<file path="src/design/riscv_pkg.sv">
package riscv_pkg;

  localparam int XLEN   = 64;
  localparam int REG_AW = 5;

  typedef logic [XLEN-1:0]   data_t;
  typedef logic [REG_AW-1:0] reg_addr_t;
  typedef logic [31:0]       inst_t;

  localparam data_t RESET_PC = '0;

  // base opcodes of the supported subset
  localparam logic [6:0] OPC_OP     = 7'b0110011;
  localparam logic [6:0] OPC_OPIMM  = 7'b0010011;
  localparam logic [6:0] OPC_LUI    = 7'b0110111;
  localparam logic [6:0] OPC_LOAD   = 7'b0000011;
  localparam logic [6:0] OPC_STORE  = 7'b0100011;
  localparam logic [6:0] OPC_BRANCH = 7'b1100011;
  localparam logic [6:0] OPC_JAL    = 7'b1101111;

  typedef enum logic [2:0] {
    ALU_ADD,                  // zero value, so a bubble decodes as add
    ALU_SUB,
    ALU_AND,
    ALU_OR,
    ALU_XOR,
    ALU_PASS_B                // lui
  } alu_op_t;

  typedef enum logic [1:0] {RES_ALU, RES_LOAD, RES_PC4} res_src_t;

  typedef enum logic [1:0] {FWD_REG, FWD_MEM, FWD_WB} fwd_sel_t;

  typedef struct packed {
    logic     reg_write;
    logic     mem_write;
    logic     mem_read;
    logic     branch;
    logic     branch_ne;      // bne when set, beq otherwise
    logic     jump;
    logic     use_imm;        // operand b from immediate
    alu_op_t  alu_op;
    res_src_t res_src;
  } ctrl_t;

  typedef struct packed {
    data_t pc;
    inst_t inst;
  } fd_t;

  typedef struct packed {
    data_t     pc;
    reg_addr_t rs1;
    reg_addr_t rs2;
    data_t     rs1_val;
    data_t     rs2_val;
    reg_addr_t rd;
    data_t     imm;
    ctrl_t     ctrl;
  } de_t;

  typedef struct packed {
    data_t     alu_res;
    data_t     store_data;
    data_t     pc4;
    reg_addr_t rd;
    logic      reg_write;
    logic      mem_write;
    res_src_t  res_src;
  } em_t;

  typedef struct packed {
    data_t     alu_res;
    data_t     load_data;
    data_t     pc4;
    reg_addr_t rd;
    logic      reg_write;
    res_src_t  res_src;
  } mw_t;

endpackage

</file>
<file path="src/design/riscv_hazard_if.sv">
`timescale 1ns/10ps

interface riscv_hazard_if import riscv_pkg::*; ();

  reg_addr_t rs1_d;
  reg_addr_t rs2_d;
  reg_addr_t rs1_e;
  reg_addr_t rs2_e;
  reg_addr_t rd_e;
  logic      load_e;       // load sitting in execute
  logic      redirect_e;   // taken branch or jal in execute
  reg_addr_t rd_m;
  logic      regw_m;
  reg_addr_t rd_w;
  logic      regw_w;

  logic      stall_f;
  logic      stall_d;
  logic      flush_d;
  logic      flush_e;
  fwd_sel_t  fwd_a;
  fwd_sel_t  fwd_b;

  modport fetch (input stall_f);

  modport decode (output rs1_d, rs2_d);

  modport execute (
    output rs1_e, rs2_e, rd_e, load_e, redirect_e,
    input  fwd_a, fwd_b
  );

  modport hazard (
    input  rs1_d, rs2_d, rs1_e, rs2_e, rd_e, load_e, redirect_e,
    input  rd_m, regw_m, rd_w, regw_w,
    output stall_f, stall_d, flush_d, flush_e, fwd_a, fwd_b
  );

endinterface

</file>
<file path="src/design/riscv_hazard.sv">
`timescale 1ns/10ps

module riscv_hazard import riscv_pkg::*; (
  riscv_hazard_if.hazard hz
);

  logic lw_stall;

  // nearest producer wins, x0 never forwards
  function automatic fwd_sel_t fwd_pick(reg_addr_t rs, reg_addr_t rd_m, logic regw_m,
                                        reg_addr_t rd_w, logic regw_w);
    if (rs != '0 && regw_m && rd_m == rs) begin
      return FWD_MEM;
    end else if (rs != '0 && regw_w && rd_w == rs) begin
      return FWD_WB;
    end
    return FWD_REG;
  endfunction

  assign hz.fwd_a = fwd_pick(hz.rs1_e, hz.rd_m, hz.regw_m, hz.rd_w, hz.regw_w);
  assign hz.fwd_b = fwd_pick(hz.rs2_e, hz.rd_m, hz.regw_m, hz.rd_w, hz.regw_w);

  // load result only exists after memory, consumer in decode waits one cycle
  assign lw_stall = hz.load_e && (hz.rd_e != '0) &&
                    ((hz.rd_e == hz.rs1_d) || (hz.rd_e == hz.rs2_d));

  // a redirect squashes the stalled pair anyway, so it overrides the stall
  assign hz.stall_f = lw_stall & ~hz.redirect_e;
  assign hz.stall_d = lw_stall & ~hz.redirect_e;
  assign hz.flush_d = hz.redirect_e;
  assign hz.flush_e = hz.redirect_e | lw_stall;   // bubble into execute

endmodule

</file>
<file path="src/flat_wrapper.sv">
// flat-port wrapper written by rule: the top's interface ports become plain ports
module riscv_hazard_flat import riscv_pkg::*;
  (hz_rs1_d, hz_rs2_d, hz_rs1_e, hz_rs2_e, hz_rd_e, hz_load_e, hz_redirect_e, hz_rd_m, hz_regw_m, hz_rd_w, hz_regw_w, hz_stall_f, hz_stall_d, hz_flush_d, hz_flush_e, hz_fwd_a, hz_fwd_b);
  riscv_hazard_if hz_i ();
  input wire logic [$bits(hz_i.rs1_d)-1:0] hz_rs1_d;
  input wire logic [$bits(hz_i.rs2_d)-1:0] hz_rs2_d;
  input wire logic [$bits(hz_i.rs1_e)-1:0] hz_rs1_e;
  input wire logic [$bits(hz_i.rs2_e)-1:0] hz_rs2_e;
  input wire logic [$bits(hz_i.rd_e)-1:0] hz_rd_e;
  input wire logic [$bits(hz_i.load_e)-1:0] hz_load_e;
  input wire logic [$bits(hz_i.redirect_e)-1:0] hz_redirect_e;
  input wire logic [$bits(hz_i.rd_m)-1:0] hz_rd_m;
  input wire logic [$bits(hz_i.regw_m)-1:0] hz_regw_m;
  input wire logic [$bits(hz_i.rd_w)-1:0] hz_rd_w;
  input wire logic [$bits(hz_i.regw_w)-1:0] hz_regw_w;
  output wire logic [$bits(hz_i.stall_f)-1:0] hz_stall_f;
  output wire logic [$bits(hz_i.stall_d)-1:0] hz_stall_d;
  output wire logic [$bits(hz_i.flush_d)-1:0] hz_flush_d;
  output wire logic [$bits(hz_i.flush_e)-1:0] hz_flush_e;
  output wire logic [$bits(hz_i.fwd_a)-1:0] hz_fwd_a;
  output wire logic [$bits(hz_i.fwd_b)-1:0] hz_fwd_b;
  assign hz_i.rs1_d = hz_rs1_d;
  assign hz_i.rs2_d = hz_rs2_d;
  assign hz_i.rs1_e = hz_rs1_e;
  assign hz_i.rs2_e = hz_rs2_e;
  assign hz_i.rd_e = hz_rd_e;
  assign hz_i.load_e = hz_load_e;
  assign hz_i.redirect_e = hz_redirect_e;
  assign hz_i.rd_m = hz_rd_m;
  assign hz_i.regw_m = hz_regw_m;
  assign hz_i.rd_w = hz_rd_w;
  assign hz_i.regw_w = hz_regw_w;
  assign hz_stall_f = hz_i.stall_f;
  assign hz_stall_d = hz_i.stall_d;
  assign hz_flush_d = hz_i.flush_d;
  assign hz_flush_e = hz_i.flush_e;
  assign hz_fwd_a = hz_i.fwd_a;
  assign hz_fwd_b = hz_i.fwd_b;
  riscv_hazard u_core (.hz(hz_i));
endmodule
</file>
<file path="config.mk">
export PLATFORM = sky130hd
export DESIGN_NAME = riscv_hazard_flat
export DESIGN_NICKNAME = d
export VERILOG_FILES = /design/src/design/riscv_pkg.sv /design/src/design/riscv_hazard_if.sv /design/src/design/riscv_hazard.sv /design/src/flat_wrapper.sv
export SDC_FILE = /design/constraint.sdc
export NUM_CORES = 1
export LEC_CHECK = 0
export BUFFER_PORTS_ARGS = -buffer_cell sky130_fd_sc_hd__buf_4
export CORE_MARGIN = 2
export CORE_UTILIZATION = 34
export DETAILED_ROUTE_END_ITERATION = 10
export MAX_ROUTING_LAYER = met4
export PLACE_DENSITY = 0.93
export SETUP_SLACK_MARGIN = 0.15
export SLEW_MARGIN = 20
export SYNTH_ARGS = -nofsm -noshare
export SYNTH_HDL_FRONTEND = slang
export SYNTH_SLANG_ARGS = --single-unit
</file>
<file path="constraint.sdc">
create_clock -name vclk -period 1.4
set_clock_uncertainty 0.05 [all_clocks]
set_input_delay 0.28 -clock vclk [all_inputs]
set_output_delay 0.28 -clock vclk [all_outputs]
set_load 0.05 [all_outputs]
</file>
==> flow_summary_export.csv <==
group,metric,value,unit
clock_network,ctsHoldBuffers,0,
sta,setup_viol,7,
sta,period_share,1.33,
yosys,synth_top_area_share,0.308,
placement,io_buffers,47,
sta,timing.fmax,538,MHz
placement,placed_area,1030,um2
power,p_leak,0.501,nW
sta,hold_violations,0,
finish,final_cell_count_no_fill,132,
die,dieArea,1650,um2
detailed_routing,vias_per_cell,5.11,
finish,clock_buffers,0,
critical_path,worstSetupStartpointType,"primary input",
die,floorplan.core_area,1270,um2
sta,max-slew-margin-rel,0.783,
critical_path,critPathCaptureType,"output port",
die,die_w,40.6,um
yosys,yosys-top-cells-count,"xnor2_1 (16), xor2_1 (14), nand4_1 (4), nor4_2 (4), nor3_1 (3)",
yosys,yosys_warnings,0,
detailed_routing,antenna_left,0,
finish,fillCellCount,56,
yosys,synth_top_area_cell,"xnor2_1",
critical_path,critPathRequiredTime,1070,ps
detailed_routing,drc_errors,0,
yosys,yosysSeqAreaShare,0,
detailed_routing,routedWlPerCell,14.7,um
global_routing,antenna_found_initial,0,
finish,ff_latch_area,0,um2
yosys,synth_cells,55,
hold_path,hold_path_class,"in -> out",
critical_path,worstPathArrival,1530,ps
sta,hold_ws,803,ps
finish,syn2layout_area_growth,151,%
global_routing,grt_pass1_wl,2580,um
placement,place_ws,-494,ps
finish,num_antenna_cells,0,
power,ir_worst_vdd,0.000202,V
sta,worst_pin_slew,322,ps
sta,fin_crit,1860,ps
global_routing,grt.total_usage,0.238,
finish,drive_gt1_frac,0.709,
detailed_routing,drt_iter0_drc,3,
job,max_cap_viol_count,0,
yosys,ys_types,14,
placement,dp_cells,129,
detailed_routing,totalWireLength,1940,um
outcome,violations,"negative setup slack",
global_routing,overflow,0,
die,initial_core_util,0.359,
global_routing,grt_max_degree,4,
sta,fin_tns_setup,-2410,ps
yosys,yosysMostFrequentCell,"xnor2_1",
yosys,yosys-top-cells-area,"xnor2_1 (31%), xor2_1 (27%), nor4_2 (11%)",
global_routing,grt_pass1_vias,672,
yosys,syn_area,455,um2
power,pwr_density_cell,314,nW/um2
outcome,outcome,"complete, but fails checks",
die,ioPinCount,47,
critical_path,criticalPathCategory,"in -> out",
die,fp.dieH,40.6,um
sta,rsz0062_at_grt,"yes",
critical_path,critPathMaxFanout,2,
detailed_routing,vias,675,
finish,seq_cells,0,
sta,finalMaxSlewViolations,0,
die,row_count,13,
finish,finish.instance_area,1140,um2
sta,setup_slack,-459,ps
yosys,avgSynthCellArea,8.28,um2
yosys,syn-num-nets,94,
placement,hpwlAfterDp,1540,um
finish,layout.nets,158,
placement,place_congestion,0.826,
detailed_routing,firstDrtPassIters,2,
-- worst max-delay path: stages --
cell and delay (ps):
buf_6 100, or4_4 530, nor2_4 140, nor4_4 60, nor4_4 220, buf_6 190
-- power breakdown --
group	switching, mW	internal, mW	leakage [nW]
Clock	0	0	0
Combinational	0.158	0.201	0.501
Sequential	0	0	0
-- per-layer routing --
layer	up-vias	GRT usage	part of all wire
met3	2	0.0444	0.10
met4	0	0.0500	0.0057
met5	-	-	0
met2	39	0.528	0.59
li1	320	-	-
met1	314	0.187	0.30
-- cells by family (layout without fill, tap and decap cells) --
family,Yosys count,in the layout,synth area share
and+or+nand+nor,20,20,0.346
AOI/OAI and AO/OA,3,3,0.0440
xor gates and xnor gates,30,30,0.577
buffers and inverters,2,64,0.0330
-- area by class of cell --
cell class                 count  area (um2)  share of cell area
multi-input combinational     53         558               0.487
tap                           15        18.8              0.0164
timing repair buffer          64         568               0.496
-- through the flow --
stage,total power [mW],util
after global routing,0.381,0.902
after CTS,0.347,0.882
after global placement,0.313,0.814
final,0.359,0.902
after floorplan,0.146,-
after detailed placement,0.322,0.814
-- cells in the final DEF (no fill, tap or decap) --
master	n
o21bai_4	1
nor3_4	1
buf_8	2
nor2_1	2
buf_12	1
xnor2_1	12
buf_6	16
nand4_1	4
nor2_4	2
nor4_4	4
xor2_1	14
o21ai_4	1
xnor2_2	4
nand2_1	2
buf_4	45
a22oi_2	1
or4_4	3
nor3_2	2
-- what timing repair did --
item                       CTS  global route
pin swaps                    6             4
setup buffers                2             1
setup endpoints to repair    7             7
gates resized for setup     18             5
-- final timing paths --
check	startpoint	to	slack (ps)	cells after the start
worst max-delay path	hz_rs2_e[1]	hz_fwd_b[1]	-460	6
worst min-delay path	hz_redirect_e	hz_stall_d	800	3
No activity file was read; power rests on OpenSTA's default activity.
