==> src/design/riscv_pkg.sv <==
package riscv_pkg;

  localparam int XLEN   = 64;
  localparam int REG_AW = 5;

  typedef logic [XLEN-1:0]   data_t;
  typedef logic [REG_AW-1:0] reg_addr_t;
  typedef logic [31:0]       inst_t;

  localparam data_t RESET_PC = '0;

  // base opcodes of the supported subset
  localparam logic [6:0] OPC_OP     = 7'b0110011;
  localparam logic [6:0] OPC_OPIMM  = 7'b0010011;
  localparam logic [6:0] OPC_LUI    = 7'b0110111;
  localparam logic [6:0] OPC_LOAD   = 7'b0000011;
  localparam logic [6:0] OPC_STORE  = 7'b0100011;
  localparam logic [6:0] OPC_BRANCH = 7'b1100011;
  localparam logic [6:0] OPC_JAL    = 7'b1101111;

  typedef enum logic [2:0] {
    ALU_ADD,                  // zero value, so a bubble decodes as add
    ALU_SUB,
    ALU_AND,
    ALU_OR,
    ALU_XOR,
    ALU_PASS_B                // lui
  } alu_op_t;

  typedef enum logic [1:0] {RES_ALU, RES_LOAD, RES_PC4} res_src_t;

  typedef enum logic [1:0] {FWD_REG, FWD_MEM, FWD_WB} fwd_sel_t;

  typedef struct packed {
    logic     reg_write;
    logic     mem_write;
    logic     mem_read;
    logic     branch;
    logic     branch_ne;      // bne when set, beq otherwise
    logic     jump;
    logic     use_imm;        // operand b from immediate
    alu_op_t  alu_op;
    res_src_t res_src;
  } ctrl_t;

  typedef struct packed {
    data_t pc;
    inst_t inst;
  } fd_t;

  typedef struct packed {
    data_t     pc;
    reg_addr_t rs1;
    reg_addr_t rs2;
    data_t     rs1_val;
    data_t     rs2_val;
    reg_addr_t rd;
    data_t     imm;
    ctrl_t     ctrl;
  } de_t;

  typedef struct packed {
    data_t     alu_res;
    data_t     store_data;
    data_t     pc4;
    reg_addr_t rd;
    logic      reg_write;
    logic      mem_write;
    res_src_t  res_src;
  } em_t;

  typedef struct packed {
    data_t     alu_res;
    data_t     load_data;
    data_t     pc4;
    reg_addr_t rd;
    logic      reg_write;
    res_src_t  res_src;
  } mw_t;

endpackage

==> src/design/riscv_hazard_if.sv <==
`timescale 1ns/10ps

interface riscv_hazard_if import riscv_pkg::*; ();

  reg_addr_t rs1_d;
  reg_addr_t rs2_d;
  reg_addr_t rs1_e;
  reg_addr_t rs2_e;
  reg_addr_t rd_e;
  logic      load_e;       // load sitting in execute
  logic      redirect_e;   // taken branch or jal in execute
  reg_addr_t rd_m;
  logic      regw_m;
  reg_addr_t rd_w;
  logic      regw_w;

  logic      stall_f;
  logic      stall_d;
  logic      flush_d;
  logic      flush_e;
  fwd_sel_t  fwd_a;
  fwd_sel_t  fwd_b;

  modport fetch (input stall_f);

  modport decode (output rs1_d, rs2_d);

  modport execute (
    output rs1_e, rs2_e, rd_e, load_e, redirect_e,
    input  fwd_a, fwd_b
  );

  modport hazard (
    input  rs1_d, rs2_d, rs1_e, rs2_e, rd_e, load_e, redirect_e,
    input  rd_m, regw_m, rd_w, regw_w,
    output stall_f, stall_d, flush_d, flush_e, fwd_a, fwd_b
  );

endinterface

==> src/design/riscv_execute.sv <==
`timescale 1ns/10ps

module riscv_execute import riscv_pkg::*; (
  input  de_t             i_de,
  input  data_t           i_wb_data,    // writeback result
  input  data_t           i_m_result,   // memory stage alu result
  riscv_hazard_if.execute hz,
  output em_t             o_em,
  output logic            o_redirect,
  output data_t           o_target
);

  data_t src_a;
  data_t src_b_reg;
  data_t src_b;
  data_t alu_res;
  logic  equal;
  logic  taken;

  function automatic data_t fwd_mux(fwd_sel_t sel, data_t reg_val, data_t m_val,
                                    data_t w_val);
    case (sel)
      FWD_MEM: return m_val;
      FWD_WB:  return w_val;
      default: return reg_val;
    endcase
  endfunction

  assign src_a     = fwd_mux(hz.fwd_a, i_de.rs1_val, i_m_result, i_wb_data);
  assign src_b_reg = fwd_mux(hz.fwd_b, i_de.rs2_val, i_m_result, i_wb_data);
  assign src_b     = i_de.ctrl.use_imm ? i_de.imm : src_b_reg;

  always_comb begin
    case (i_de.ctrl.alu_op)
      ALU_SUB:    alu_res = src_a - src_b;
      ALU_AND:    alu_res = src_a & src_b;
      ALU_OR:     alu_res = src_a | src_b;
      ALU_XOR:    alu_res = src_a ^ src_b;
      ALU_PASS_B: alu_res = src_b;
      default:    alu_res = src_a + src_b;   // add and address calc
    endcase
  end

  // compare uses the forwarded register, never the immediate
  assign equal = (src_a == src_b_reg);
  assign taken = i_de.ctrl.jump | (i_de.ctrl.branch & (equal ^ i_de.ctrl.branch_ne));

  assign o_redirect = taken;
  assign o_target   = i_de.pc + i_de.imm;   // branch and jal alike

  assign hz.rs1_e      = i_de.rs1;
  assign hz.rs2_e      = i_de.rs2;
  assign hz.rd_e       = i_de.rd;
  assign hz.load_e     = i_de.ctrl.mem_read;
  assign hz.redirect_e = taken;

  assign o_em = '{
    alu_res:    alu_res,
    store_data: src_b_reg,
    pc4:        i_de.pc + XLEN'(4),
    rd:         i_de.rd,
    reg_write:  i_de.ctrl.reg_write,
    mem_write:  i_de.ctrl.mem_write,
    res_src:    i_de.ctrl.res_src
  };

endmodule

==> src/flat_wrapper.sv <==
// flat-port wrapper written by rule: the top's interface ports become plain ports
module riscv_execute_flat import riscv_pkg::*;
  (i_de, i_wb_data, i_m_result, o_em, o_redirect, o_target, hz_rs1_e, hz_rs2_e, hz_rd_e, hz_load_e, hz_redirect_e, hz_fwd_a, hz_fwd_b);
  riscv_hazard_if hz_i ();
  input  de_t i_de;
  input  data_t i_wb_data;
  input  data_t i_m_result;
  output em_t o_em;
  output logic o_redirect;
  output data_t o_target;
  output wire logic [$bits(hz_i.rs1_e)-1:0] hz_rs1_e;
  output wire logic [$bits(hz_i.rs2_e)-1:0] hz_rs2_e;
  output wire logic [$bits(hz_i.rd_e)-1:0] hz_rd_e;
  output wire logic [$bits(hz_i.load_e)-1:0] hz_load_e;
  output wire logic [$bits(hz_i.redirect_e)-1:0] hz_redirect_e;
  input wire logic [$bits(hz_i.fwd_a)-1:0] hz_fwd_a;
  input wire logic [$bits(hz_i.fwd_b)-1:0] hz_fwd_b;
  assign hz_rs1_e = hz_i.rs1_e;
  assign hz_rs2_e = hz_i.rs2_e;
  assign hz_rd_e = hz_i.rd_e;
  assign hz_load_e = hz_i.load_e;
  assign hz_redirect_e = hz_i.redirect_e;
  assign hz_i.fwd_a = hz_fwd_a;
  assign hz_i.fwd_b = hz_fwd_b;
  riscv_execute u_core (.i_de(i_de), .i_wb_data(i_wb_data), .i_m_result(i_m_result), .hz(hz_i), .o_em(o_em), .o_redirect(o_redirect), .o_target(o_target));
endmodule
==> config.mk <==
export PLATFORM = sky130hd
export DESIGN_NAME = riscv_execute_flat
export DESIGN_NICKNAME = d
export VERILOG_FILES = /design/src/design/riscv_pkg.sv /design/src/design/riscv_hazard_if.sv /design/src/design/riscv_execute.sv /design/src/flat_wrapper.sv
export SDC_FILE = /design/constraint.sdc
export NUM_CORES = 1
export LEC_CHECK = 0
export BUFFER_PORTS_ARGS = -buffer_cell sky130_fd_sc_hd__buf_2
export CAP_MARGIN = 20
export CELL_PAD_IN_SITES_DETAIL_PLACEMENT = 1
export CELL_PAD_IN_SITES_GLOBAL_PLACEMENT = 1
export CORE_AREA = 2 2 273 275
export DETAILED_ROUTE_END_ITERATION = 6
export DIE_AREA = 0 0 275 277
export GPL_TIMING_DRIVEN = 0
export PLACE_DENSITY_LB_ADDON = 0.2
export SLEW_MARGIN = 40
export SYNTH_ARGS = -nofsm -noshare
export SYNTH_HDL_FRONTEND = slang
export SYNTH_SLANG_ARGS = --single-unit
==> constraint.sdc <==
create_clock -name vclk -period 11.6
set_input_delay 1.74 -clock vclk [all_inputs]
set_output_delay 1.74 -clock vclk [all_outputs]
set_load 0.02 [all_outputs]
==> results of run 1 <==
## layer usage
| metal | up-vias | wire length, um |
|---|---|---|
| met4 | 16 | 8060 |
| met5 | - | 103 |
| met2 | 1696 | 66000 |
| li1 | 12135 | - |
| met1 | 13678 | 66700 |
| met3 | 326 | 16200 |
## cell type report
cell class	count	area (um2)
Timing Repair Buffer	678	3400
Buffer	202	1000
Multi-Input combinational cell	2569	17800
Inverter	207	777
Tap cell	969	1210
Antenna cell	19	47.5
Fill cell	9780	49400
## kinds of logic (layout without fill, tap and decap cells)
logic type | count (synthesis) | in the layout | share of synthesized area [%]
other | 0 | 19 | 0
muxes | 60 | 60 | 3.14
xor gates and xnor gates | 295 | 295 | 13.3
adders and majority gates | 276 | 276 | 17.9
buffers and inverters | 413 | 1087 | 8.94
and+or+nand+nor | 918 | 918 | 22.3
AOI/OAI and AO/OA | 1020 | 1020 | 34.5
## placed cells by master (no fill, tap or decap), drive strengths merged, types with 21 or more instances in the layout
master / n
inv: 206
xnor2: 190
nand2: 291
a21o: 69
a211oi: 52
mux2i: 53
o21ai: 184
o21bai: 25
clkbuf: 134
nor3: 49
a22oi: 103
a21boi: 24
xor2: 105
and3: 24
nand3: 56
ha: 274
nand2b: 27
o211ai: 40
nor2b: 38
nor2: 268
o31ai: 28
a21oi: 303
or3: 21
buf: 746
a221oi: 33
a31oi: 25
nand4: 67
## path summary, 6_finish.rpt
path / startpoint / end / slack [ps] / depth (start not counted)
min: i_de[0] / o_em[0] / 3700 / 2
max: hz_fwd_b[0] / o_em[188] / 380 / 27
## metrics by stage
stage          hold slack [ps]  setup slack, ps  setup TNS (ps)  util (%)  instance area (um2)
6_report                  3700              380               0      32.9                24200
5_1_grt                   3700              138               0      32.9                24200
4_1_cts                   3700             62.8               0      32.8                24100
3_5_place_dp              3700             -933           -7330      32.8                24100
3_3_place_gp              3700            -1380          -11810      32.6                24000
2_1_floorplan             3560             1900               0         -                19400
## repair_timing
action | CTS | global route
setup endpoints to repair | 23 | 17
gates resized for setup | 2 | 6
gates cloned | 0 | 0
pin swaps | 0 | 0
setup buffers | 0 | 0
==> results.md, run 1 <==
* Area contributors post-synth: ha_1 18%, xnor2_1 8.6%, a21oi_1 7.8%
* Hold_buf cts at 0
* Relative slew slack at 36.0%
* Post-Syn Instances at approximately 3000
* Vias in the first global route at approximately 26000
* GR peak layer: met2
* Crit path largest cell delay at about 600 ps
* DRC Markers at 0
* Largest net degree at the start of global routing at 20
* GR Util met2 at a little under 60%
* MaxCap Viol Count at 0
* Port Buffers at between 600 and 700
* Number of sequential cells at 0
* Initial core utilization at approximately a quarter
* Worst slew pin tran at between 900 and 1000 ps
* Die extent in x at 275 um
* Count leader, synth: a21oi_1
* Post-route ant nets at 0
* Placer Congestion at approximately 1
* Die footprint at roughly 0.076 mm2
* Outcome: complete, no violations
* Post-Syn Area at between 0.015 and 0.02 mm2
* Yosys cell types at about 90
* Met3 GRT Util at under 10%
* Ports at ~700
* Final critical-path required period at 11220 ps
* # rows at 100
* Register Area at 0 um2
* Fin crit share at between 90 and 100%
* Clock buffers at 0
* Max Clk Rate at 89.1 MHz
* Area growth, synth to finish at 24.7%
* Total number of vias at ~28000
* DR pass1 iterations at 6
* First-pass GRT wire length at 211000 um
* Antenna violations before repair at 35
* Slowest CP cell: o31ai_1
* Delay-heaviest family, CP: compound AO/OA/AOI/OAI gates
* Count of final hold-check violations at 0
* Post-synthesis sequential area ratio at 0%
* Worst-path fanout max at 10
* WS Path Type: primary input to primary output
* Worst min path class: primary input to primary output
* Final setup vio count at 0
* HPWL after DPL at between 100000 and 150000 um
* Core area at around 0.074 mm2
* RSZ-0062 raised after global routing: no
* Crit path buffers/inverters at 8
* Synth Net Count at around 3700
* Yosys warnings at 0
* Routed len/inst at 33.8 um
* Met1 usage at a little over half
* Post-synth top cells: 303 x a21oi_1, 290 x nand2_1, 274 x ha_1
* Vias per Instance at about 6
* Most frequent CP cell: buf_2
* CP endpoint kind: primary output
* Global Route Usage Sum at 39.1%
* Avg Inst Size Synth at approximately 6.5 um2
* Yosys top cell area share at about 18%
* Placed Instances at 4629
* 1st-iter DRT viols at about 3100
* Pins Over Slew Limit at 0
* NumNets Final at between 4000 and 5000
* CP required at 9860 ps
* Share of post-route cells with drive strength above 1 at roughly a quarter
* Final Non-Filler Cells at approximately 4600
* Grt ovf at 0
* Area leader, netlist: ha_1
* Worst EP arrival at approximately 9500 ps
* Crit path launch type: primary input
* Final WL at about 160000 um
* Vert. Die Dim at around 280 um
==> run 2: changes to the inputs <==
GPL_TIMING_DRIVEN = unset   (was 0)
TNS_END_PERCENT = 10   (was unset)
==> results.md, run 2 (synthesis gave the netlist of run 1 again) <==
* Post-CTS resize count at 0
* Count of final hold-check violations at 0
* Total number of vias at between 20000 and 30000
* Postcts setup bufs at 0
* Initial core utilization at 26.4%
* Routed len/inst at ~30 um
* Fin crit share at roughly nine tenths
* Final setup vio count at 0
* Worst-path fanout max at 72
* Crit path largest cell delay at about 800 ps
* Vias per Instance at around 5.8
* Core area at 0.0736 mm2
* Post-route ant nets at 0
* Most frequent cells in the layout: 651 x buf_2, 300 x a21oi_1, 288 x nand2_1, 270 x ha_1, 263 x nor2_1
* Power Density at 96.1 mW/mm2
* HPWL after DPL at 117000 um
* Slowest CP cell: ha_4
* VDD IR max at around 0.000037 V
* DRC Markers at 0
* Vert. Die Dim at roughly 280 um
* First-pass GRT wire length at ~190000 um
* DR pass1 iterations at 6
* CP Launch Point: hz_fwd_b[0]
* CP required at between 9000 and 10000 ps
* MaxCap Viol Count at 0
* Pre-CTS worst setup slack at about 1200 ps
* Setup ws final at between 900 and 1000 ps
* Largest net degree at the start of global routing at 73
* Worst min path class: primary input to primary output
* Area growth, synth to finish at 21.6%
* Register Area at 0 um2
* Area occupied by multi-input gates at around 0.018 mm2
* Placer Congestion at between 0.9 and 1
* # rows at 100
* Die footprint at 0.0762 mm2
* Worst hold stages at 0
* 1st-iter DRT viols at around 2300
* Die extent in x at around 280 um
* Crit path launch type: primary input
* Clock buffers at 0
* Worst setup endpoint: o_em[190]
* Hold slack final at between 3000 and 4000 ps
* Most frequent CP cell: o21ai_0
* CP endpoint kind: primary output
* Relative slew slack at 35.2%
* Share of post-route cells with drive strength above 1 at roughly 23%
* Most common cell after layout, fill and taps aside: buf_2
* Grt ovf at 0
* Global Route Usage Sum at roughly a third
* Worst EP arrival at around 9000 ps
* Final WL at ~130000 um
* Worst slew pin tran at between 900 and 1000 ps
* Lkg Pwr at between 10 and 15 nW
* Port Buffers at between 600 and 700
* Fill cells at approximately 9600
* Ports at between 600 and 700
* Pins Over Slew Limit at 0
* Final setup TNS at 0 ps
* Vias in the first global route at between 20000 and 25000
* Antenna violations before repair at 31
* Max Clk Rate at around 94 MHz
* Hold_buf cts at 0
* Number of sequential cells at 0
* Final critical-path required period at 10620 ps
* RSZ-0062 raised after global routing: no
* WS Path Type: primary input to primary output
* Outcome: complete, no violations
* NumNets Final at around 4200
[run 2: cell count changes in the layout (fill, tap and decap cells not counted), sizes merged]
cell,previous run,this run
diode,19,13
buf,746,720
clkbuf,134,0
[run 2: metal layers]
layer | vias up | part of all wire [%] | global-route usage, %
met5 | - | 0.10 | 0
met3 | 160 | 8.2 | 6.58
li1 | 11821 | - | -
met2 | 1132 | 42 | 49.9
met4 | 22 | 3.0 | 8.37
met1 | 12671 | 47 | 49.0
[run 2: critical path: cells and delay by family]
kind                       cells  cell delay (ps)
AOI/OAI and AO/OA              8             2140
and+or+nand+nor                7             1960
adders and majority gates      3             1460
buffers and inverters          4              580
muxes                          1              500
xor gates and xnor gates       2              410
[run 2: how the worst min path moves through the flow]
| stage | startpoint | endpoint | slack [ps] |
|---|---|---|---|
| floorplan | i_de[221] | o_em[11] | 3560 |
| global placement | i_de[216] | hz_rs1_e[2] | 3480 |
| detailed placement | i_de[216] | hz_rs1_e[2] | 3480 |
| CTS | i_de[216] | hz_rs1_e[2] | 3480 |
| global route | i_de[0] | o_em[0] | 3480 |
| finish | i_de[0] | o_em[0] | 3480 |
[run 2: final cells by class]
| cell class | count | share of cell area (%) |
|---|---|---|
| multi-input combinational | 2569 | 75.3 |
| inverter | 207 | 3.29 |
| timing repair buffer | 720 | 16.1 |
| antenna | 13 | 0.138 |
| tap | 969 | 5.14 |
[run 2: stage by stage]
| step | cells | util, % | area [um2] | power (mW) |
|---|---|---|---|---|
| floorplan | 2982 | - | 19400 | 1.33 |
| detailed placement | 4465 | 32.0 | 23500 | 2.21 |
| global route | 4478 | 32.1 | 23600 | 2.41 |
| global placement | 4465 | 31.9 | 23500 | 2.20 |
| CTS | 4465 | 32.0 | 23500 | 2.22 |
| finish | 4478 | 32.1 | 23600 | 2.27 |
[run 2: power breakdown]
group          switching (mW)   total (mW)  internal, mW
clock                       0  0.000000150   0.000000150
sequential                  0            0             0
combinational            1.55         2.27         0.720
Note: power is estimated with default switching activity, not from simulation.
