<file path="config.mk">
export PLATFORM = sky130hd
export DESIGN_NAME = riscv_fetch_flat
export DESIGN_NICKNAME = d
export VERILOG_FILES = /design/src/design/riscv_pkg.sv /design/src/design/riscv_hazard_if.sv /design/src/design/riscv_fetch.sv /design/src/flat_wrapper.sv
export SDC_FILE = /design/constraint.sdc
export NUM_CORES = 1
export LEC_CHECK = 0
export BUFFER_PORTS_ARGS = -buffer_cell sky130_fd_sc_hd__buf_2
export CORE_AREA = 2 2 100 102
export CTS_BUF_LIST = sky130_fd_sc_hd__clkbuf_8
export CTS_CLUSTER_SIZE = 28
export DETAILED_ROUTE_END_ITERATION = 10
export DIE_AREA = 0 0 102 104
export HOLD_SLACK_MARGIN = 0.02
export PLACE_DENSITY_LB_ADDON = 0.1
export SYNTH_ARGS = -nofsm -noshare
export SYNTH_HDL_FRONTEND = slang
export SYNTH_SLANG_ARGS = --single-unit
</file>
<file path="constraint.sdc">
create_clock -name i_riscv_core_clk -period 3.1 [get_ports i_riscv_core_clk]
set_clock_uncertainty 0.15 [all_clocks]
set_input_delay 0.155 -clock i_riscv_core_clk [delete_from_list [all_inputs] [get_ports i_riscv_core_clk]]
set_output_delay 0.155 -clock i_riscv_core_clk [all_outputs]
set_load 0.01 [all_outputs]
</file>
<file path="src/design/riscv_pkg.sv">
package riscv_pkg;

  localparam int XLEN   = 64;
  localparam int REG_AW = 5;

  typedef logic [XLEN-1:0]   data_t;
  typedef logic [REG_AW-1:0] reg_addr_t;
  typedef logic [31:0]       inst_t;

  localparam data_t RESET_PC = '0;

  // base opcodes of the supported subset
  localparam logic [6:0] OPC_OP     = 7'b0110011;
  localparam logic [6:0] OPC_OPIMM  = 7'b0010011;
  localparam logic [6:0] OPC_LUI    = 7'b0110111;
  localparam logic [6:0] OPC_LOAD   = 7'b0000011;
  localparam logic [6:0] OPC_STORE  = 7'b0100011;
  localparam logic [6:0] OPC_BRANCH = 7'b1100011;
  localparam logic [6:0] OPC_JAL    = 7'b1101111;

  typedef enum logic [2:0] {
    ALU_ADD,                  // zero value, so a bubble decodes as add
    ALU_SUB,
    ALU_AND,
    ALU_OR,
    ALU_XOR,
    ALU_PASS_B                // lui
  } alu_op_t;

  typedef enum logic [1:0] {RES_ALU, RES_LOAD, RES_PC4} res_src_t;

  typedef enum logic [1:0] {FWD_REG, FWD_MEM, FWD_WB} fwd_sel_t;

  typedef struct packed {
    logic     reg_write;
    logic     mem_write;
    logic     mem_read;
    logic     branch;
    logic     branch_ne;      // bne when set, beq otherwise
    logic     jump;
    logic     use_imm;        // operand b from immediate
    alu_op_t  alu_op;
    res_src_t res_src;
  } ctrl_t;

  typedef struct packed {
    data_t pc;
    inst_t inst;
  } fd_t;

  typedef struct packed {
    data_t     pc;
    reg_addr_t rs1;
    reg_addr_t rs2;
    data_t     rs1_val;
    data_t     rs2_val;
    reg_addr_t rd;
    data_t     imm;
    ctrl_t     ctrl;
  } de_t;

  typedef struct packed {
    data_t     alu_res;
    data_t     store_data;
    data_t     pc4;
    reg_addr_t rd;
    logic      reg_write;
    logic      mem_write;
    res_src_t  res_src;
  } em_t;

  typedef struct packed {
    data_t     alu_res;
    data_t     load_data;
    data_t     pc4;
    reg_addr_t rd;
    logic      reg_write;
    res_src_t  res_src;
  } mw_t;

endpackage

</file>
<file path="src/design/riscv_hazard_if.sv">
`timescale 1ns/10ps

interface riscv_hazard_if import riscv_pkg::*; ();

  reg_addr_t rs1_d;
  reg_addr_t rs2_d;
  reg_addr_t rs1_e;
  reg_addr_t rs2_e;
  reg_addr_t rd_e;
  logic      load_e;       // load sitting in execute
  logic      redirect_e;   // taken branch or jal in execute
  reg_addr_t rd_m;
  logic      regw_m;
  reg_addr_t rd_w;
  logic      regw_w;

  logic      stall_f;
  logic      stall_d;
  logic      flush_d;
  logic      flush_e;
  fwd_sel_t  fwd_a;
  fwd_sel_t  fwd_b;

  modport fetch (input stall_f);

  modport decode (output rs1_d, rs2_d);

  modport execute (
    output rs1_e, rs2_e, rd_e, load_e, redirect_e,
    input  fwd_a, fwd_b
  );

  modport hazard (
    input  rs1_d, rs2_d, rs1_e, rs2_e, rd_e, load_e, redirect_e,
    input  rd_m, regw_m, rd_w, regw_w,
    output stall_f, stall_d, flush_d, flush_e, fwd_a, fwd_b
  );

endinterface

</file>
<file path="src/design/riscv_fetch.sv">
`timescale 1ns/10ps

module riscv_fetch import riscv_pkg::*; (
  input  logic          i_riscv_core_clk,
  input  logic          i_rst_n,
  riscv_hazard_if.fetch hz,
  input  logic          i_redirect,   // taken branch or jal from execute
  input  data_t         i_target,
  output data_t         o_pc
);

  data_t pc_next;

  // redirect first, then stall, then sequential
  always_comb begin
    if (i_redirect) begin
      pc_next = i_target;
    end else if (hz.stall_f) begin
      pc_next = o_pc;             // load-use bubble
    end else begin
      pc_next = o_pc + XLEN'(4);
    end
  end

  always_ff @(posedge i_riscv_core_clk or negedge i_rst_n) begin
    if (!i_rst_n) begin
      o_pc <= RESET_PC;
    end else begin
      o_pc <= pc_next;
    end
  end

endmodule

</file>
<file path="src/flat_wrapper.sv">
// flat-port wrapper written by rule: the top's interface ports become plain ports
module riscv_fetch_flat import riscv_pkg::*;
  (i_riscv_core_clk, i_rst_n, i_redirect, i_target, o_pc, hz_stall_f);
  riscv_hazard_if hz_i ();
  input  logic i_riscv_core_clk;
  input  logic i_rst_n;
  input  logic i_redirect;
  input  data_t i_target;
  output data_t o_pc;
  input wire logic [$bits(hz_i.stall_f)-1:0] hz_stall_f;
  assign hz_i.stall_f = hz_stall_f;
  riscv_fetch u_core (.i_riscv_core_clk(i_riscv_core_clk), .i_rst_n(i_rst_n), .hz(hz_i), .i_redirect(i_redirect), .i_target(i_target), .o_pc(o_pc));
endmodule
</file>
==> summary.md, run 1 <==
| Metric | Value |
|---|---|
| Final setup vio count | `0` |
| Post-DP HPWL | `7970 um` |
| R2R cell count | `5` |
| Worst hold margin | `0.0417 ns` |
| Seq cells post-synth | `64` |
| Root Buffer | `clkbuf_8` |
| Pwr Total | `2.24 mW` |
| Reg clk slew, reported paths | `0.07 ns` |
| Post-Syn Nets | `490` |
| Hold path cells | `3` |
| Fmax | `376 MHz` |
| Synth cell types | `40` |
| Critical path peak fanout | `13` |
| Ys async rst share | `1.00` |
| Routability cong. | `0.780` |
| Num Clock Sinks | `64` |
| VDD IR max | `0.000302 V` |
| Setup CP Type | `reg2reg` |
| Worst setup SP type | `register` |
| Antenna cells | `0` |
| Vias in the first global route | `3942` |
| Final WS setup | `0.444 ns` |
| Sequential area share after synthesis | `0.433` |
| Slew margin rel. | `0.456` |
| Status | `finished, final reports clean` |
| CP Capture Type | `register` |
| DP Worst Slack | `0.463 ns` |
| Minimum clock period | `2.66 ns` |
| Port Buffers | `131` |
| Wire length of the first global-routing pass | `19000 um` |
| Top cells by area, synth | `dfrtp_1 43%, o21ai_0 7.4%, xnor2_1 7.1%` |
| Antenna viol nets, final | `0` |
| Post-synth top area share | `0.433` |
| Die H | `104 um` |
| Largest net degree at the start of global routing | `94` |
| Fill count | `916` |
| Cell family with most CP delay | `simple AND/OR/NAND/NOR gates` |
| DRT iter0 DRCs | `161` |
| Max reg flops | `64` |
| Post-CTS Resized | `0` |
| Synthesized area | `3700 um2` |
| Routed length per instance | `15.2 um` |
| Tcrit/Tclk final | `0.857` |
| Tightest Pin Transition | `0.809 ns` |
| Synth Instances | `421` |
| Num CTS Buffers | `9` |
| Fin. Hold Viols | `0` |
| GRT overflow | `0` |
| Crit-path cells | `nand4_4 -> or4_4 -> or3_4 -> or4_1 -> a31oi_1` |
| Die Wd | `102 um` |
| Crit path DAT | `2.77 ns` |
| Via density | `5.15` |
| Via count | `3913` |
| Layout cell share with drive strength beyond 1 | `0.271` |
| Post-synth top area cell | `dfrtp_1` |
| Top flop regs | `u_core.o_pc: 64 flops` |
| Final wirelength | `11600 um` |
| Area grow syn2layout | `45.8%` |
| Core ar. | `9550 um2` |
| FF/Latch Area | `1600 um2` |
| Max Cap Viol | `0` |
| Die area | `10600 um2` |
| Cell total after placement | `678` |
| LEAKAGE | `2.30 nW` |
| Pwr/cell area | `416 nW/um2` |
| RSZ-0062 raised after global routing | `false` |
| Syn avg cell area | `8.79 um2` |
| Worst Path Required | `3.22 ns` |
| Crit path buf inv count | `0` |
| Post-CTS Setup Repair Bufs | `0` |
| Total global routing track utilization | `0.224` |
| Hold Buf Count CTS | `66` |
| Post-synth EDFFs | `0` |
| Largest Register | `u_core.o_pc` |
| CTS tree | `built` |
| Largest stage delay, worst path | `0.64 ns` |
| CP max stage cell | `or4_4` |
| I/O pin count | `132` |
| Final std cells w/o fill | `760` |
| Crit path depth | `5` |
| Starting density of the core | `0.388` |
| Nets | `691` |
| HP Class | `in2reg` |
| Skew-Pair Late Insertion Delay | `0.34 ns` |
| DRC Markers | `0` |
| Max-slew violation count | `0` |
| H-Tree Level Count | `3` |
| Drt first pass iters | `4` |
| FP Rows | `36` |
| Post-Route Setup TNS | `0 ns` |
| Post-synth top flop | `dfrtp_1` |
| Area used by multi-input combinational logic | `2000 um2` |
| Initial antenna violation count | `0` |
| Clock Tree Buf Depth | `2` |
| Synth warn | `0` |
[power by group]
group          total [mW]  internal [mW]  switching [mW]
Clock               0.788          0.456           0.332
Combinational       0.433          0.225           0.208
Sequential           1.02          0.913           0.111
Total                2.24           1.59           0.651
[Yosys cell counts (10+ instances only)]
library cell and number:
or3_1 11, xnor2_1 30, nand3_1 21, nand2_1 64, nor3_1 10, o21ai_0 55, nand4_1 24, nor2_1 19
xor2_1 16, nor4_1 23, clkbuf_1 15, a31oi_1 13, dfrtp_1 64, and3_1 11
[area by class of cell]
cell class              count  area share
multi-input cells         333       0.370
clock buffers              13      0.0331
repair buffers            207       0.258
clock inverters             3     0.00718
flip-flops and latches     64       0.297
inverters                   7     0.00487
well taps                 133      0.0308
[path summary, 6_finish.rpt]
kind	slack [ns]	startpoint	to
min in group asynchronous	0.22	i_rst_n	u_core.o_pc[59]
worst min register to register	0.36	u_core.o_pc[1]	u_core.o_pc[1]
worst max-delay path	0.44	u_core.o_pc[25]	u_core.o_pc[58]
max in group asynchronous	2.02	i_rst_n	u_core.o_pc[31]
worst max register to register	0.44	u_core.o_pc[25]	u_core.o_pc[58]
worst min-delay path	0.04	hz_stall_f	u_core.o_pc[2]
[worst reg2reg max path, cell delays in order (launching register included)]
cell	delay, ns
dfrtp_1	0.47
nand4_4	0.19
or4_4	0.64
or3_4	0.49
or4_1	0.48
a31oi_1	0.17
[layout by cell type, fill, tap and decap left out, types with 2 or more instances in the layout]
cell	count
buf_2	131
dlygate4sd3_1	66
nand2_1	64
dfrtp_1	64
o21ai_0	55
xnor2_1	30
nand4_1	24
nor4_1	23
nand3_1	21
nor2_1	19
xor2_1	16
a31oi_1	13
clkbuf_8	13
or3_1	11
and3_1	11
nor3_1	10
buf_4	10
inv_1	8
mux2_2	6
and4_1	5
and2_1	2
and4b_1	2
or3_2	2
[metal layers]
| metal | share of wire | track usage | up-vias |
|---|---|---|---|
| li1 | - | - | 1937 |
| met1 | 0.44 | 0.280 | 1832 |
| met2 | 0.49 | 0.379 | 126 |
| met3 | 0.050 | 0.0524 | 18 |
| met4 | 0.021 | 0.0695 | 0 |
| met5 | 0 | 0 | - |
[kinds of logic after synthesis]
group | share of synthesized area
XOR/XNOR | 0.109
AO/OA/AOI/OAI | 0.111
flip-flops | 0.433
adder cells (fa/ha/maj) | 0.00338
AND/OR/NAND/NOR | 0.295
multiplexers | 0.0210
buffers and inverters | 0.0284
[stage by stage]
step                utilization  cell area [um2]
floorplan                     -             3700
global placement          0.473             4520
detailed placement        0.473             4520
CTS                       0.565             5400
global route              0.565             5400
finish                    0.565             5400
(Power assumes the default switching activity.)
==> inputs of run 2 (changes only) <==
CORE_AREA = 2 2 90 92   (was 2 2 100 102)
DIE_AREA = 0 0 92 94   (was 0 0 102 104)
==> run 2 against run 1 <==
Against the previous run:
- die area down 18%
- first-iteration DRC count up 25%
- non-clock buffer count down 4
- largest power group unchanged
==> summary.md, run 2 (synthesis gave the netlist of run 1 again) <==
| Metric | Value |
|---|---|
| Status | `finished, final reports clean` |
| Port Buffers | `131 (unchanged)` |
| Total global routing track utilization | `0.261 (+0.0374)` |
| Antenna viol nets, final | `0 (unchanged)` |
| Die area | `8650 um2 (-18%)` |
| Utilization after layout | `0.700 (+0.135)` |
| Clock Tree Buf Depth | `2 (unchanged)` |
| Final WS setup | `0.435 ns (-0.00906 ns)` |
| Fin. Hold Viols | `0 (unchanged)` |
| Fmax | `375 MHz (-0.34%)` |
| Fin area | `5330 um2 (-1.3%)` |
| Net Sw Power | `0.647 mW (-0.54%)` |
| RSZ-0062 raised after global routing | `false` |
| Core ar. | `7610 um2 (-20%)` |
| Cell-internal power | `1.59 mW (-0.16%)` |
| Switching part of the total | `0.289 (-0.000787)` |
| Commonest non-fill, non-tap cell in the layout | `buf_2` |
| Area grow syn2layout | `43.9%` |
| CP Capture Type | `register` |
| FP Rows | `32 (-11%)` |
| Routed length per instance | `15.3 um (+0.25%)` |
| Reg clk slew, reported paths | `0.08 ns (about the same)` |
| LEAKAGE | `2.28 nW (-0.84%)` |
| Area after DPL | `4460 um2 (-1.4%)` |
| Die H | `94 um (-9.6%)` |
| Largest stage delay, worst path | `0.63 ns (about the same)` |
| Routability cong. | `0.846 (+8.5%)` |
| Largest Register | `u_core.o_pc` |
| Max Cap Viol | `0 (unchanged)` |
| Crit-path cells | `nand4_4 -> or4_4 -> or3_4 -> or4_1 -> a31oi_1` |
| Comb power frac | `0.193 (about the same)` |
| Worst hold margin | `0.0485 ns (+0.00685 ns)` |
| Reg power frac | `0.457 (about the same)` |
| Cell total after placement | `644 (-5.0%)` |
| Final wirelength | `11100 um (-4.4%)` |
| R2R Setup Slk | `0.43 ns (about the same)` |
| Skew-Pair Late Insertion Delay | `0.35 ns (about the same)` |
| Antenna cells | `0 (unchanged)` |
| Max-slew violation count | `0 (unchanged)` |
| VDD IR max | `0.000263 V (-13%)` |
| DP Worst Slack | `0.473 ns (+0.00949 ns)` |
| Num CTS Buffers | `9 (unchanged)` |
| Area used by multi-input combinational logic | `2000 um2 (unchanged)` |
| Drt first pass iters | `5 (+1)` |
| Final std cells w/o fill | `725 (-4.6%)` |
| Post-Route Setup TNS | `0 ns (unchanged)` |
| Num Clock Sinks | `64 (unchanged)` |
| Nets | `687 (-0.58%)` |
| Worst Path Required | `3.21 ns (about the same)` |
| Clock power share | `0.350 (about the same)` |
| Setup CP Type | `reg2reg` |
| Largest net degree at the start of global routing | `65 (-31%)` |
| Minimum clock period | `2.67 ns (+0.00906 ns)` |
| DRC Markers | `0 (unchanged)` |
| Critical path peak fanout | `13 (unchanged)` |
| Via count | `3929 (+0.41%)` |
| Wire length of the first global-routing pass | `18000 um (-5.4%)` |
| Max reg flops | `64 (unchanged)` |
| CP max stage cell | `or4_4` |
| Final setup vio count | `0 (unchanged)` |
| Initial antenna violation count | `0 (unchanged)` |
| Post-CTS Setup Repair Bufs | `0 (unchanged)` |
| CTS tree | `built` |
| Slew margin rel. | `0.379 (-0.0769)` |
| Most frequent cells in the layout | `131 x buf_2, 65 x dlygate4sd3_1, 64 x nand2_1, 64 x dfrtp_1, 55 x o21ai_0` |
| Die Wd | `92 um (-9.8%)` |
| GRT overflow | `0 (unchanged)` |
| Root Buffer | `clkbuf_8` |
| Vias in the first global route | `3731 (-5.4%)` |
| Starting density of the core | `0.487 (+0.0990)` |
| Worst setup SP type | `register` |
| Post-DP HPWL | `7320 um (-8.2%)` |
| Pwr/cell area | `420 nW/um2 (+1.1%)` |
| DRT iter0 DRCs | `202 (+25%)` |
| I/O pin count | `132 (unchanged)` |
| FF/Latch Area | `1600 um2 (unchanged)` |
| Pwr Total | `2.24 mW (-0.27%)` |
| Post-CTS Resized | `0 (unchanged)` |
| Tightest Pin Transition | `0.931 ns (+0.122 ns)` |
| Crit path DAT | `2.77 ns (about the same)` |
| Fill count | `611 (-33%)` |
| Tcrit/Tclk final | `0.860 (+0.00292)` |
| HP Class | `in2reg` |
| H-Tree Level Count | `3 (unchanged)` |
| Layout cell share with drive strength beyond 1 | `0.268 (-0.00307)` |
| Top flop regs | `u_core.o_pc: 64 flops` |
| Via density | `5.42 (+5.3%)` |
[run 2: cell type report]
| cell class | count | share of cell area |
|---|---|---|
| tap | 102 | 0.0240 |
| clock inverter | 3 | 0.00728 |
| timing repair buffer | 203 | 0.255 |
| inverter | 7 | 0.00493 |
| clock buffer | 13 | 0.0336 |
| multi-input combinational | 333 | 0.375 |
| sequential | 64 | 0.301 |
[run 2: power groups by stage]
stage	clock, mW	sequential (mW)	combinational, mW
CTS	0.785	1.02	0.432
detailed placement	0	1.04	0.367
global route	0.827	1.04	0.479
floorplan	0	1.05	0.156
finish	0.783	1.02	0.432
global placement	0	1.03	0.363
[run 2: critical path, delay by kind of cell (launching register included)]
| family | cells | cell delay, ns |
|---|---|---|
| simple gates | 4 | 1.79 |
| flops | 1 | 0.48 |
| compound gates | 1 | 0.16 |
[run 2: routing by layer]
layer / wire length, um / vias to the layer above / global-route usage / part of all wire
met5: 0 / - / 0 / 0
met4: 212 / 0 / 0.111 / 0.019
met3: 764 / 22 / 0.0514 / 0.069
met2: 5260 / 144 / 0.439 / 0.48
met1: 4830 / 1829 / 0.330 / 0.44
li1: - / 1934 / - / -
[run 2: what timing repair did]
item	in CTS	in global routing
hold buffers	65	0
setup endpoints to repair	0	0
endpoints found under the hold margin	128	0
[run 2: path summary, 6_finish.rpt]
check | start | end | cells after the start
max in group asynchronous | i_rst_n | u_core.o_pc[39] | 3
min in group asynchronous | i_rst_n | u_core.o_pc[34] | 3
worst min-delay path | hz_stall_f | u_core.o_pc[2] | 3
worst min register to register | u_core.o_pc[1] | u_core.o_pc[1] | 1
worst max register to register | u_core.o_pc[25] | u_core.o_pc[58] | 5
worst max-delay path | u_core.o_pc[25] | u_core.o_pc[58] | 5
